--- config.mk ---
export PLATFORM = sky130hd
export DESIGN_NAME = simil_top
export DESIGN_NICKNAME = d
export VERILOG_FILES = /design/src/common/simil_pkg.sv /design/src/popcount.sv /design/src/ref_store.sv /design/src/pair_lane.sv /design/src/fifo_tree/id_fifo.sv /design/src/fifo_tree/fifo_tree.sv /design/src/simil_top.sv
export SDC_FILE = /design/constraint.sdc
export NUM_CORES = 2
export LEC_CHECK = 0
export ABC_AREA = 1
export BUFFER_PORTS_ARGS = -buffer_cell sky130_fd_sc_hd__buf_2
export CAP_MARGIN = 20
export CORE_MARGIN = 10
export CORE_UTILIZATION = 60
export DETAILED_ROUTE_END_ITERATION = 12
export MAX_ROUTING_LAYER = met4
export PLACE_DENSITY = 0.79
export SYNTH_ARGS = -nofsm -noshare
export SYNTH_HDL_FRONTEND = slang
export SYNTH_SLANG_ARGS = --single-unit
--- constraint.sdc ---
create_clock -name clk -period 12.3 [get_ports clk]
set_input_delay 3.69 -clock clk [delete_from_list [all_inputs] [get_ports clk]]
set_output_delay 3.69 -clock clk [all_outputs]
set_load 0.1 [all_outputs]
--- src/common/simil_pkg.sv ---
`default_nettype none

package simil_pkg;

    // Reference loading runs first, then every later vector is a candidate
    typedef enum logic [0:0] {
        MODE_LOAD_REF = 1'b0,
        MODE_COMPARE  = 1'b1
    } mode_e;

    parameter int DEF_VECTOR_WIDTH = 32;
    parameter int DEF_REF_DEPTH    = 4;
    parameter int DEF_ID_WIDTH     = 8;
    parameter int DEF_FIFO_DEPTH   = 8;

    // Bits summed by the first popcount stage
    parameter int POP_CHUNK = 4;

    // Enough bits to hold a weight of 0 up to width
    function automatic int cnt_width(input int width);
        return $clog2(width + 1);
    endfunction

    // One chunk stage plus one register per adder level
    function automatic int pop_latency(input int width);
        int chunks;
        chunks = (width + POP_CHUNK - 1) / POP_CHUNK;
        return 1 + $clog2(chunks);
    endfunction

endpackage

`default_nettype wire

--- src/popcount.sv ---
`default_nettype none

module popcount #(
    parameter int VECTOR_WIDTH = simil_pkg::DEF_VECTOR_WIDTH
) (
    input  logic                                           clk,
    input  logic                                           rst,
    input  logic                                           i_valid,
    input  logic [VECTOR_WIDTH-1:0]                        i_vector,
    output logic                                           o_valid,
    output logic [VECTOR_WIDTH-1:0]                        o_vector,
    output logic [simil_pkg::cnt_width(VECTOR_WIDTH)-1:0]  o_cnt
);

    localparam int CW     = simil_pkg::cnt_width(VECTOR_WIDTH);
    localparam int LAT    = simil_pkg::pop_latency(VECTOR_WIDTH);
    localparam int LEVELS = LAT - 1;
    localparam int NLEAF  = 2 ** LEVELS;
    localparam int PADW   = NLEAF * simil_pkg::POP_CHUNK;

    // Zero padding fills the leaves that have no real chunk
    logic [PADW-1:0] vec_pad;
    logic [CW-1:0]   sum_q [0:LEVELS][0:NLEAF-1];
    logic [LAT-1:0]  valid_q;
    logic [VECTOR_WIDTH-1:0] vec_q [0:LAT-1];

    assign vec_pad = PADW'(i_vector);

    for (genvar c = 0; c < NLEAF; c++) begin : g_chunk
        always_ff @(posedge clk) begin
            logic [CW-1:0] acc;
            acc = '0;
            for (int b = 0; b < simil_pkg::POP_CHUNK; b++) begin
                acc = acc + CW'(vec_pad[c*simil_pkg::POP_CHUNK+b]);
            end
            sum_q[0][c] <= acc;
        end
    end

    // Each level halves the number of partial sums
    for (genvar l = 1; l <= LEVELS; l++) begin : g_level
        for (genvar i = 0; i < (NLEAF >> l); i++) begin : g_add
            always_ff @(posedge clk) begin
                sum_q[l][i] <= sum_q[l-1][2*i] + sum_q[l-1][2*i+1];
            end
        end
    end

    // Vector and strobe ride along with the adder tree
    always_ff @(posedge clk) begin
        if (rst) begin
            valid_q <= '0;
        end else begin
            valid_q[0] <= i_valid;
            for (int k = 1; k < LAT; k++) begin
                valid_q[k] <= valid_q[k-1];
            end
        end
    end

    always_ff @(posedge clk) begin
        vec_q[0] <= i_vector;
        for (int k = 1; k < LAT; k++) begin
            vec_q[k] <= vec_q[k-1];
        end
    end

    assign o_valid  = valid_q[LAT-1];
    assign o_vector = vec_q[LAT-1];
    assign o_cnt    = sum_q[LEVELS][0];

endmodule

`default_nettype wire

--- src/ref_store.sv ---
`default_nettype none

module ref_store #(
    parameter int VECTOR_WIDTH = simil_pkg::DEF_VECTOR_WIDTH,
    parameter int REF_DEPTH    = simil_pkg::DEF_REF_DEPTH,
    parameter int ID_WIDTH     = simil_pkg::DEF_ID_WIDTH
) (
    input  logic                                           clk,
    input  logic                                           rst,
    input  logic                                           i_valid,
    input  logic [VECTOR_WIDTH-1:0]                        i_vector,
    input  logic [simil_pkg::cnt_width(VECTOR_WIDTH)-1:0]  i_cnt,
    output logic [VECTOR_WIDTH-1:0]                        o_ref_vector [0:REF_DEPTH-1],
    output logic [simil_pkg::cnt_width(VECTOR_WIDTH)-1:0]  o_ref_cnt    [0:REF_DEPTH-1],
    output logic [ID_WIDTH-1:0]                            o_ref_id     [0:REF_DEPTH-1],
    output logic                                           o_cand_valid,
    output logic [VECTOR_WIDTH-1:0]                        o_cand_vector,
    output logic [simil_pkg::cnt_width(VECTOR_WIDTH)-1:0]  o_cand_cnt,
    output logic [ID_WIDTH-1:0]                            o_cand_id
);

    localparam int RCW = $clog2(REF_DEPTH + 1);

    simil_pkg::mode_e     mode_q;
    logic [RCW-1:0]       ref_count_q;
    logic [ID_WIDTH-1:0]  id_q;
    logic                 load;
    logic                 compare;

    assign load    = i_valid && (mode_q == simil_pkg::MODE_LOAD_REF);
    assign compare = i_valid && (mode_q == simil_pkg::MODE_COMPARE);

    // IDs follow arrival order and simply wrap
    always_ff @(posedge clk) begin
        if (rst) begin
            id_q        <= '0;
            ref_count_q <= '0;
            mode_q      <= simil_pkg::MODE_LOAD_REF;
        end else begin
            if (i_valid) begin
                id_q <= id_q + 1'b1;
            end
            if (load) begin
                ref_count_q <= ref_count_q + 1'b1;
                if (ref_count_q == RCW'(REF_DEPTH - 1)) begin
                    mode_q <= simil_pkg::MODE_COMPARE;
                end
            end
        end
    end

    // Newest reference enters slot 0
    always_ff @(posedge clk) begin
        if (load) begin
            o_ref_vector[0] <= i_vector;
            o_ref_cnt[0]    <= i_cnt;
            o_ref_id[0]     <= id_q;
            for (int s = 1; s < REF_DEPTH; s++) begin
                o_ref_vector[s] <= o_ref_vector[s-1];
                o_ref_cnt[s]    <= o_ref_cnt[s-1];
                o_ref_id[s]     <= o_ref_id[s-1];
            end
        end
    end

    always_ff @(posedge clk) begin
        if (rst) begin
            o_cand_valid <= 1'b0;
        end else begin
            o_cand_valid <= compare;
        end
    end

    always_ff @(posedge clk) begin
        if (compare) begin
            o_cand_vector <= i_vector;
            o_cand_cnt    <= i_cnt;
            o_cand_id     <= id_q;
        end
    end

endmodule

`default_nettype wire

--- src/pair_lane.sv ---
`default_nettype none

module pair_lane #(
    parameter int VECTOR_WIDTH = simil_pkg::DEF_VECTOR_WIDTH,
    parameter int ID_WIDTH     = simil_pkg::DEF_ID_WIDTH
) (
    input  logic                                           clk,
    input  logic                                           rst,
    input  logic                                           i_threshold_wr,
    input  logic [simil_pkg::cnt_width(VECTOR_WIDTH):0]    i_threshold,
    input  logic [VECTOR_WIDTH-1:0]                        i_ref_vector,
    input  logic [simil_pkg::cnt_width(VECTOR_WIDTH)-1:0]  i_ref_cnt,
    input  logic [ID_WIDTH-1:0]                            i_ref_id,
    input  logic                                           i_cand_valid,
    input  logic [VECTOR_WIDTH-1:0]                        i_cand_vector,
    input  logic [simil_pkg::cnt_width(VECTOR_WIDTH)-1:0]  i_cand_cnt,
    input  logic [ID_WIDTH-1:0]                            i_cand_id,
    output logic                                           o_pair_wr,
    output logic [ID_WIDTH-1:0]                            o_pair_ref_id,
    output logic [ID_WIDTH-1:0]                            o_pair_cand_id
);

    localparam int CW  = simil_pkg::cnt_width(VECTOR_WIDTH);
    localparam int MW  = CW + 1;
    localparam int LAT = simil_pkg::pop_latency(VECTOR_WIDTH);
    localparam int DW  = 2 * CW + 2 * ID_WIDTH;

    logic [CW-1:0]  and_cnt;
    logic           and_valid;
    logic [MW-1:0]  threshold_q;
    logic [MW-1:0]  metric;
    logic [DW-1:0]  dly_q [0:LAT-1];
    logic [CW-1:0]  ref_cnt_d;
    logic [CW-1:0]  cand_cnt_d;
    logic [ID_WIDTH-1:0] ref_id_d;
    logic [ID_WIDTH-1:0] cand_id_d;

    popcount #(
        .VECTOR_WIDTH (VECTOR_WIDTH)
    ) u_and_pop (
        .clk      (clk),
        .rst      (rst),
        .i_valid  (i_cand_valid),
        .i_vector (i_ref_vector & i_cand_vector),
        .o_valid  (and_valid),
        .o_vector (),
        .o_cnt    (and_cnt)
    );

    // Weights and IDs wait for the AND count
    always_ff @(posedge clk) begin
        dly_q[0] <= {i_ref_cnt, i_cand_cnt, i_ref_id, i_cand_id};
        for (int k = 1; k < LAT; k++) begin
            dly_q[k] <= dly_q[k-1];
        end
    end

    assign {ref_cnt_d, cand_cnt_d, ref_id_d, cand_id_d} = dly_q[LAT-1];

    // Equals the popcount of the OR, so it never goes negative
    assign metric = MW'(ref_cnt_d) + MW'(cand_cnt_d) - MW'(and_cnt);

    always_ff @(posedge clk) begin
        if (rst) begin
            threshold_q <= '0;
            o_pair_wr   <= 1'b0;
        end else begin
            if (i_threshold_wr) begin
                threshold_q <= i_threshold;
            end
            o_pair_wr <= and_valid && (metric < threshold_q);
        end
    end

    always_ff @(posedge clk) begin
        o_pair_ref_id  <= ref_id_d;
        o_pair_cand_id <= cand_id_d;
    end

endmodule

`default_nettype wire

--- src/fifo_tree/id_fifo.sv ---
`default_nettype none

module id_fifo #(
    parameter int WIDTH = 2 * simil_pkg::DEF_ID_WIDTH,
    parameter int DEPTH = simil_pkg::DEF_FIFO_DEPTH
) (
    input  logic                         clk,
    input  logic                         rst,
    input  logic                         i_wr,
    input  logic [WIDTH-1:0]             i_data,
    input  logic                         i_rd,
    output logic [WIDTH-1:0]             o_data,
    output logic                         o_empty,
    output logic                         o_full,
    output logic [$clog2(DEPTH+1)-1:0]   o_count
);

    localparam int PW  = (DEPTH > 1) ? $clog2(DEPTH) : 1;
    localparam int CNW = $clog2(DEPTH + 1);

    logic [WIDTH-1:0] mem [0:DEPTH-1];
    logic [PW-1:0]    wr_ptr;
    logic [PW-1:0]    rd_ptr;
    logic             wr_ok;
    logic             rd_ok;

    assign o_empty = (o_count == '0);
    assign o_full  = (o_count == CNW'(DEPTH));
    assign wr_ok   = i_wr && !o_full;
    assign rd_ok   = i_rd && !o_empty;

    // Head is visible without a read
    assign o_data = mem[rd_ptr];

    always_ff @(posedge clk) begin
        if (wr_ok) begin
            mem[wr_ptr] <= i_data;
        end
    end

    always_ff @(posedge clk) begin
        if (rst) begin
            wr_ptr  <= '0;
            rd_ptr  <= '0;
            o_count <= '0;
        end else begin
            if (wr_ok) begin
                wr_ptr <= (wr_ptr == PW'(DEPTH - 1)) ? '0 : wr_ptr + 1'b1;
            end
            if (rd_ok) begin
                rd_ptr <= (rd_ptr == PW'(DEPTH - 1)) ? '0 : rd_ptr + 1'b1;
            end
            if (wr_ok && !rd_ok) begin
                o_count <= o_count + 1'b1;
            end else if (rd_ok && !wr_ok) begin
                o_count <= o_count - 1'b1;
            end
        end
    end

endmodule

`default_nettype wire

--- src/fifo_tree/fifo_tree.sv ---
`default_nettype none

module fifo_tree #(
    parameter int REF_DEPTH  = simil_pkg::DEF_REF_DEPTH,
    parameter int ID_WIDTH   = simil_pkg::DEF_ID_WIDTH,
    parameter int FIFO_DEPTH = simil_pkg::DEF_FIFO_DEPTH
) (
    input  logic                 clk,
    input  logic                 rst,
    input  logic [REF_DEPTH-1:0] i_leaf_wr,
    input  logic [ID_WIDTH-1:0]  i_leaf_ref_id  [0:REF_DEPTH-1],
    input  logic [ID_WIDTH-1:0]  i_leaf_cand_id [0:REF_DEPTH-1],
    input  logic                 i_root_rd,
    output logic                 o_root_valid,
    output logic [ID_WIDTH-1:0]  o_root_ref_id,
    output logic [ID_WIDTH-1:0]  o_root_cand_id
);

    localparam int NODES = 2 * REF_DEPTH - 1;
    localparam int DW    = 2 * ID_WIDTH;
    localparam int CNW   = $clog2(FIFO_DEPTH + 1);

    // Node n has children 2n and 2n+1 and the leaves start at REF_DEPTH
    logic [NODES:1]   wr;
    logic [NODES:1]   rd;
    logic [NODES:1]   empty;
    logic [NODES:1]   full;
    logic [DW-1:0]    din   [1:NODES];
    logic [DW-1:0]    dout  [1:NODES];
    logic [CNW-1:0]   count [1:NODES];

    for (genvar n = 1; n <= NODES; n++) begin : g_node
        id_fifo #(
            .WIDTH (DW),
            .DEPTH (FIFO_DEPTH)
        ) u_fifo (
            .clk     (clk),
            .rst     (rst),
            .i_wr    (wr[n]),
            .i_data  (din[n]),
            .i_rd    (rd[n]),
            .o_data  (dout[n]),
            .o_empty (empty[n]),
            .o_full  (full[n]),
            .o_count (count[n])
        );

        if (n >= REF_DEPTH) begin : g_leaf
            assign wr[n]  = i_leaf_wr[n-REF_DEPTH];
            assign din[n] = {i_leaf_ref_id[n-REF_DEPTH], i_leaf_cand_id[n-REF_DEPTH]};
        end else begin : g_merge
            logic sel_left;

            // Left only wins when strictly fuller
            assign sel_left   = count[2*n] > count[2*n+1];
            assign wr[n]      = !full[n] && (sel_left ? !empty[2*n] : !empty[2*n+1]);
            assign din[n]     = sel_left ? dout[2*n] : dout[2*n+1];
            assign rd[2*n]    = sel_left && wr[n];
            assign rd[2*n+1]  = !sel_left && wr[n];
        end
    end

    assign rd[1]          = i_root_rd;
    assign o_root_valid   = !empty[1];
    assign o_root_ref_id  = dout[1][DW-1:ID_WIDTH];
    assign o_root_cand_id = dout[1][ID_WIDTH-1:0];

endmodule

`default_nettype wire

--- src/simil_top.sv ---
`default_nettype none

module simil_top #(
    parameter int VECTOR_WIDTH = simil_pkg::DEF_VECTOR_WIDTH,
    parameter int REF_DEPTH    = simil_pkg::DEF_REF_DEPTH,
    parameter int ID_WIDTH     = simil_pkg::DEF_ID_WIDTH,
    parameter int FIFO_DEPTH   = simil_pkg::DEF_FIFO_DEPTH
) (
    input  logic                                           clk,
    input  logic                                           rst,
    input  logic                                           i_valid,
    input  logic [VECTOR_WIDTH-1:0]                        i_vector,
    input  logic                                           i_threshold_wr,
    input  logic [simil_pkg::cnt_width(VECTOR_WIDTH):0]    i_threshold,
    input  logic                                           i_pair_read,
    output logic                                           o_pair_valid,
    output logic [ID_WIDTH-1:0]                            o_pair_ref_id,
    output logic [ID_WIDTH-1:0]                            o_pair_cand_id
);

    localparam int CW = simil_pkg::cnt_width(VECTOR_WIDTH);

    logic                     pop_valid;
    logic [VECTOR_WIDTH-1:0]  pop_vector;
    logic [CW-1:0]            pop_cnt;

    logic [VECTOR_WIDTH-1:0]  ref_vector [0:REF_DEPTH-1];
    logic [CW-1:0]            ref_cnt    [0:REF_DEPTH-1];
    logic [ID_WIDTH-1:0]      ref_id     [0:REF_DEPTH-1];

    logic                     cand_valid;
    logic [VECTOR_WIDTH-1:0]  cand_vector;
    logic [CW-1:0]            cand_cnt;
    logic [ID_WIDTH-1:0]      cand_id;

    logic [REF_DEPTH-1:0]     leaf_wr;
    logic [ID_WIDTH-1:0]      leaf_ref_id  [0:REF_DEPTH-1];
    logic [ID_WIDTH-1:0]      leaf_cand_id [0:REF_DEPTH-1];

    // Input weight
    popcount #(
        .VECTOR_WIDTH (VECTOR_WIDTH)
    ) u_in_pop (
        .clk      (clk),
        .rst      (rst),
        .i_valid  (i_valid),
        .i_vector (i_vector),
        .o_valid  (pop_valid),
        .o_vector (pop_vector),
        .o_cnt    (pop_cnt)
    );

    ref_store #(
        .VECTOR_WIDTH (VECTOR_WIDTH),
        .REF_DEPTH    (REF_DEPTH),
        .ID_WIDTH     (ID_WIDTH)
    ) u_ref_store (
        .clk           (clk),
        .rst           (rst),
        .i_valid       (pop_valid),
        .i_vector      (pop_vector),
        .i_cnt         (pop_cnt),
        .o_ref_vector  (ref_vector),
        .o_ref_cnt     (ref_cnt),
        .o_ref_id      (ref_id),
        .o_cand_valid  (cand_valid),
        .o_cand_vector (cand_vector),
        .o_cand_cnt    (cand_cnt),
        .o_cand_id     (cand_id)
    );

    // Candidate goes to every lane in the same cycle
    for (genvar g = 0; g < REF_DEPTH; g++) begin : g_lane
        pair_lane #(
            .VECTOR_WIDTH (VECTOR_WIDTH),
            .ID_WIDTH     (ID_WIDTH)
        ) u_lane (
            .clk            (clk),
            .rst            (rst),
            .i_threshold_wr (i_threshold_wr),
            .i_threshold    (i_threshold),
            .i_ref_vector   (ref_vector[g]),
            .i_ref_cnt      (ref_cnt[g]),
            .i_ref_id       (ref_id[g]),
            .i_cand_valid   (cand_valid),
            .i_cand_vector  (cand_vector),
            .i_cand_cnt     (cand_cnt),
            .i_cand_id      (cand_id),
            .o_pair_wr      (leaf_wr[g]),
            .o_pair_ref_id  (leaf_ref_id[g]),
            .o_pair_cand_id (leaf_cand_id[g])
        );
    end

    fifo_tree #(
        .REF_DEPTH  (REF_DEPTH),
        .ID_WIDTH   (ID_WIDTH),
        .FIFO_DEPTH (FIFO_DEPTH)
    ) u_fifo_tree (
        .clk            (clk),
        .rst            (rst),
        .i_leaf_wr      (leaf_wr),
        .i_leaf_ref_id  (leaf_ref_id),
        .i_leaf_cand_id (leaf_cand_id),
        .i_root_rd      (i_pair_read),
        .o_root_valid   (o_pair_valid),
        .o_root_ref_id  (o_pair_ref_id),
        .o_root_cand_id (o_pair_cand_id)
    );

endmodule

`default_nettype wire

* Word-level counts from Yosys, hierarchy flattened
Memories as Yosys holds them, arrays and structs flattened. A register that Yosys moved wholly into a read port is not among the register bits. Index checks and enable logic that the tools add are counted.
Cells by class: equality and inequality tests 22, add/sub/neg operators 193, muxes and demuxes 62, shift operators 0, bitwise operators 5, $lt $le $gt $ge 7, $mul 0, div/mod/pow operators 0, reduce and logical (&&, ||, !) cells 89
Operators by type and width (count):
- $add 6x6->6 | 35
- $add 3x1->4 | 32
- $and 32x32->32 | 4
- $add 2x1->3 | 32
- $add 6x1->6 | 16
- $mux 3 | 28
- $add 1x1->2 | 40
- $mux 4 | 14
- $mux 16 | 3
- $add 3x1->3 const B | 15
- $logic_and 1x1->1 | 43
- $eq 3x3->1 const B | 14
- $logic_not 1->1 | 31
- $add 4x1->4 const B | 7
- $add 6x6->7 | 4
- $eq 4x4->1 const B | 7
- $logic_not 4->1 | 7
- $lt 7x7->1 | 4
- $sub 4x1->4 const B | 7
- $sub 7x6->7 | 4
- $mux 1 | 17
- $reduce_bool 2->1 | 7
- $gt 4x4->1 | 3
- $add 8x1->8 const B | 1
- other kinds (3) | 3
Word-level totals: input bits 44, bits in read-only memories 0, RAM bits 2304, memories kept 17, register bits after elaboration 408, output and inout port bits 17, logic and storage cells 453, latch bits 0
Memory list:
- u_in_pop.sum_q | depth 4, bits a word 48, rd ports 4, clocked after memory_dff 0, wr ports 4, line popcount.sv:23 | logic [CW-1:0] sum_q [0:LEVELS][0:NLEAF-1];
- g_lane[0].u_lane.u_and_pop.sum_q | depth 4, bits a word 40, rd ports 4, clocked after memory_dff 0, wr ports 4, line popcount.sv:23
- g_lane[1].u_lane.u_and_pop.sum_q | depth 4, bits a word 40, rd ports 4, clocked after memory_dff 0, wr ports 4, line popcount.sv:23
- g_lane[2].u_lane.u_and_pop.sum_q | depth 4, bits a word 40, rd ports 4, clocked after memory_dff 0, wr ports 4, line popcount.sv:23
- g_lane[3].u_lane.u_and_pop.sum_q | depth 4, bits a word 40, rd ports 4, clocked after memory_dff 0, wr ports 4, line popcount.sv:23
- u_fifo_tree.g_node[1].u_fifo.mem | depth 8, bits a word 16, rd ports 1, clocked after memory_dff 1, wr ports 1, line id_fifo.sv:21 | logic [WIDTH-1:0] mem [0:DEPTH-1];
- +11 memories

* Longest topological paths before layout
word-level depth 9, depth in mapped cells 22, gate-level depth less buffers 21

* Hierarchy
A second synthesis with hierarchy kept.
Unflattened totals: cell total of the unflattened synthesis 7357, area total of the unflattened synthesis 89923.7 um^2
By module, submodules not included:
- id_fifo (u_fifo_tree.g_node[1].u_fifo ...) | times used 5, area an instance 5806.8 um^2, cells each 524
- popcount (g_lane[0].u_lane.u_and_pop ...) | times used 4, area an instance 5178.7 um^2, cells each 376
- id_fifo (u_fifo_tree.g_node[2].u_fifo ...) | times used 2, area an instance 5803.1 um^2, cells each 523
- pair_lane (g_lane[0].u_lane ...) | times used 3, area an instance 3677.3 um^2, cells each 316
- ref_store | times used 1, area an instance 7472.2 um^2, cells each 302
- popcount (u_in_pop) | times used 1, area an instance 5208.7 um^2, cells each 384
- pair_lane (g_lane[1].u_lane) | times used 1, area an instance 3716.1 um^2, cells each 315
- fifo_tree | times used 1, area an instance 1139.8 um^2, cells each 238

* Worst setup path before layout
Ideal clock, no wire load.
kind register -> register, start register u_in_pop.valid_q[3], end register u_ref_store.ref_count_q[0], arrival 9.315 ns, slack 2.851 ns, setup time 0.134 ns, stages on the path, launching flop included 7, cell sequence dfxtp_1 buf_2 inv_1 nor2_1 inv_1 o21ai_0 a21oi_1
Between the ends: word-level cells in the longest chain between the ends 1
Ends and longest elaborated chain:
- from (decl) | line popcount.sv:24 | logic [LAT-1:0] valid_q;
- from (signal, indexed assignment) | line popcount.sv:56 | valid_q[k] <= valid_q[k-1];
- $logic_and 1x1->1 | line ref_store.sv:30 | assign load = i_valid && (mode_q == simil_pkg::MODE_LOAD_REF);
- via u_ref_store.load | line ref_store.sv:27 | logic load;
- to (signal assigned) | line ref_store.sv:44 | ref_count_q <= ref_count_q + 1'b1;
- to (decl) | line ref_store.sv:25 | logic [RCW-1:0] ref_count_q;
The timed path passes the listed nets, and every way through them passes these cells. A chain may end at the register's enable or synchronous reset.

==> flow_metrics.env <==
export IMPL_nets=6005
export IMPL_dr_first_iter_drc_count=3936
export IMPL_antenna_found_initial=1
export IMPL_synth_nets=5901
export IMPL_start_util_pct=60.4
export IMPL_slew_viol_final=0
export IMPL_vdd_ir_drop_max_mv=0.233
export IMPL_place_congestion=0.817
export IMPL_path_cells="buf_4, inv_2, buf_12, nor2_1, o32ai_1, nand2_1, nand2_1, buf_2"
export IMPL_yosys_warnings=0
export IMPL_register_area_um2=50900
export IMPL_setup_violations_final=0
export IMPL_critPathLaunchType="flop"
export IMPL_status="finished, final reports clean"
export IMPL_worst_slack_ns=5.54
export IMPL_numCtsBuffers=181
export IMPL_ys_types=47
export IMPL_multi_input_area_um2=18100
export IMPL_clockPowerShare_pct=30.9
export IMPL_ys_seq_area_share_pct=71.3
export IMPL_power_density_nw_per_um2=234
export IMPL_drive_gt1_share_pct=8.73
export IMPL_synth_xor_area_share_pct=1.04
export IMPL_yosysTopAreaCellShare_pct=47.4
export IMPL_rsz0062_at_grt="no"
export IMPL_ctsResizeCount=0
export IMPL_combPwrFrac_pct=24.2
export IMPL_area_growth_pct=11.7
export IMPL_vias_per_cell=5.51
export IMPL_rr_worst_depth=19
export IMPL_overflow=0
export IMPL_grt_pass1_wl_um=215000
export IMPL_vias=39800
export IMPL_wl_per_cell_um=18.9
export IMPL_most_common_layout_cells="edfxtp_1 (1126), dfxtp_1 (843), nor2_1 (717)"
export IMPL_netlist_instances=5430
export IMPL_grt_max_degree=155
export IMPL_synth_top_family_by_area="adder cells"
export IMPL_synthAdderAreaFrac_pct=8.60
export IMPL_rows=126
export IMPL_clock_latency_ns=0.83
export IMPL_clock_skew_ns=0.0449
export IMPL_crit_reg2reg_capture="u_fifo_tree.g_node[1].u_fifo.o_count[3]"
export IMPL_cp_end_kind="output port"
export IMPL_seq_power_share_pct=44.9
export IMPL_grt_pass1_vias=40600
export IMPL_fp_dieW_um=365
export IMPL_worstSetupPathType="flop to output port"
export IMPL_cellLeakagePower_nw=30.9
export IMPL_worstHoldStart="g_lane[1].u_lane.dly_q[2][10]"
export IMPL_slowest_delay_ns=0.43
export IMPL_cp_slowest_cell="buf_2"
export IMPL_cts_buffer_depth=3
export IMPL_rrSetupSlack_ns=8.32
export IMPL_synth_top_cell_by_area="edfxtp_1"
export IMPL_post_route_drc_count=0
export IMPL_synthFlopType="edfxtp_1"
export IMPL_synthMuxAreaShare_pct=0.673
export IMPL_final_antenna_net_count=0
export IMPL_pin_count=61
export IMPL_p_int_mw=12.6
export IMPL_synth_edf_count=1126
export IMPL_io_buffers=60
export IMPL_clockRootBuffer="clkbuf_16"
export IMPL_ys_ff_latch=1977
export IMPL_maxCapViolCount=0
export IMPL_synthArstFlopShare_pct=0
export IMPL_h_tree_depth=4
export IMPL_switchingPower_mw=6.09
export IMPL_arrival_ns=3.07
export IMPL_tritoncts="built"
export IMPL_fmax_ghz=0.148
export IMPL_cp_required_ns=8.61
export IMPL_worst_pin_slew_ns=1.14
export IMPL_cts_sinks=1977
export IMPL_cts_setup_buffers=0
export IMPL_dieArea_um2=133000
export IMPL_holdPathStages=0
export IMPL_nFillCells=7567
export IMPL_hold_end="g_lane[1].u_lane.dly_q[3][10]"
export IMPL_n_antenna_cell=0
export IMPL_die_h_um=365
export IMPL_core_um2=118000
export IMPL_netlist_top_cells_area="edfxtp_1 (47%), dfxtp_1 (24%), ha_1 (5.6%), nor2_1 (4.0%), o21ai_0 (3.8%)"
export IMPL_fin_crit_ns=6.76
export IMPL_tns_ns=0
export IMPL_netlist_area_um2=71400
export IMPL_hold_class="flop to flop"
export IMPL_place_ws_ns=6.07
export IMPL_postSynthAreaPerCell_um2=13.1
export IMPL_synth_simple_area_share_pct=7.07
export IMPL_hold_buffers=0
export IMPL_p_sw_share_pct=32.6
export IMPL_min_period_over_period_pct=55.0
export IMPL_r2r_start="u_fifo_tree.g_node[3].u_fifo.o_count[1]"
export IMPL_synth_compound_area_share_pct=7.63
export IMPL_crit_top_cell="nand2_1"
export IMPL_grt_usage_pct=21.1
export IMPL_hold_viol=0
export IMPL_final_common_cell="edfxtp_1"
export IMPL_totalWireLength_um=136000
export IMPL_drt_pass1_iter_count=8
export IMPL_relSlewSlack_pct=23.9
export IMPL_place_hpwl_um=81400
export IMPL_clk_pin_slew_ns=0.07
export IMPL_path_max_fanout=65
## cell families after synthesis
kind of cell	count (synthesis)
muxes	48
DFF	1977
AOI/OAI and AO/OA	977
buffers and inverters	656
adders and majority gates	427
xor gates and xnor gates	85
and+or+nand+nor	1260
## sequential cells by signal, indices dropped and copies added (netlist names), 24 cells and up, named ones only
signal / flops
u_in_pop.vec_q: 128
g_lane.u_lane.u_and_pop.sum_q: 224
u_fifo_tree.g_node.u_fifo.o_count: 28
u_fifo_tree.g_node.u_fifo.mem: 896
u_ref_store.o_ref_id: 32
u_ref_store.o_ref_cnt: 24
u_ref_store.o_ref_vector: 128
u_ref_store.o_cand_vector: 32
u_in_pop.sum_q: 56
g_lane.u_lane.o_pair_ref_id: 32
g_lane.u_lane.dly_q: 280
## layer usage
layer	vias to the layer above	wire (um)	global-route usage, %
met5	-	0	-
met2	1333	70400	36.6
met3	269	8140	3.36
met4	0	4260	7.65
met1	19300	53700	24.7
li1	18900	-	-
## power groups by stage
stage	clock network (mW)	registers (mW)	logic, mW
after floorplan	0	8.41	3.15
after global placement	0	8.51	4.28
after detailed placement	0	8.54	4.45
after CTS	5.83	8.40	4.49
after global routing	6.09	8.43	4.97
final	5.76	8.38	4.52
## worst max path at each step
stage                                       endpoint  depth (start not counted)
after floorplan           u_ref_store.ref_count_q[0]                          6
after global placement             o_pair_cand_id[1]                          7
after detailed placement            o_pair_ref_id[5]                          7
after CTS                          o_pair_cand_id[1]                          7
after global routing               o_pair_cand_id[1]                          8
final                              o_pair_cand_id[1]                          8
## critical path, delay by kind of cell (launching register included)
family,cells,cell delay [ns]
flops,1,0.31
buf+inv,4,1.30
simple gates,3,0.30
compound gates,1,0.29
## synthesized netlist by cell type, types with 4 or more instances
library cell / n
buf_1: 5
edfxtp_1: 1126
nand2_2: 5
a21oi_2: 5
nand2_1: 364
nand4_1: 11
buf_4: 21
o2111ai_1: 4
dfxtp_1: 851
a21oi_1: 141
nor2_1: 765
o211ai_1: 96
nand3_1: 78
fa_1: 106
a211oi_1: 4
mux2i_1: 48
o211a_1: 4
clkbuf_2: 9
xor2_1: 32
clkbuf_1: 76
o21ai_1: 80
nand3_2: 9
inv_1: 462
o21ai_0: 546
inv_2: 15
o21bai_1: 5
nor3_1: 13
buf_2: 63
ha_1: 321
o32ai_1: 32
xnor2_1: 53
buf_6: 4
nand2_4: 8
o22ai_1: 48
## stage by stage
| stage | power, mW | utilization [%] | area, um2 | std cells | hold WS (ns) |
|---|---|---|---|---|---|
| 6_report | 18.7 | 67.5 | 79700 | 7230 | 0.283 |
| 5_1_grt | 19.5 | 67.5 | 79700 | 7230 | 0.292 |
| 4_1_cts | 18.7 | 67.3 | 79500 | 7217 | 0.288 |
| 3_5_place_dp | 13.0 | 62.0 | 73200 | 6874 | 0.312 |
| 3_3_place_gp | 12.8 | 61.9 | 73100 | 6873 | 0.310 |
| 2_1_floorplan | 11.6 | - | 71400 | 5430 | 0.310 |
## final cells by class
type | count | share of cell area, %
clock inverters | 79 | 1.29
clock buffers | 264 | 6.64
repair buffers | 99 | 0.937
well taps | 1536 | 2.41
multi-input cells | 2797 | 22.7
inverters | 478 | 2.25
flip-flops and latches | 1977 | 63.8
Note: power is estimated with default switching activity, not from simulation.
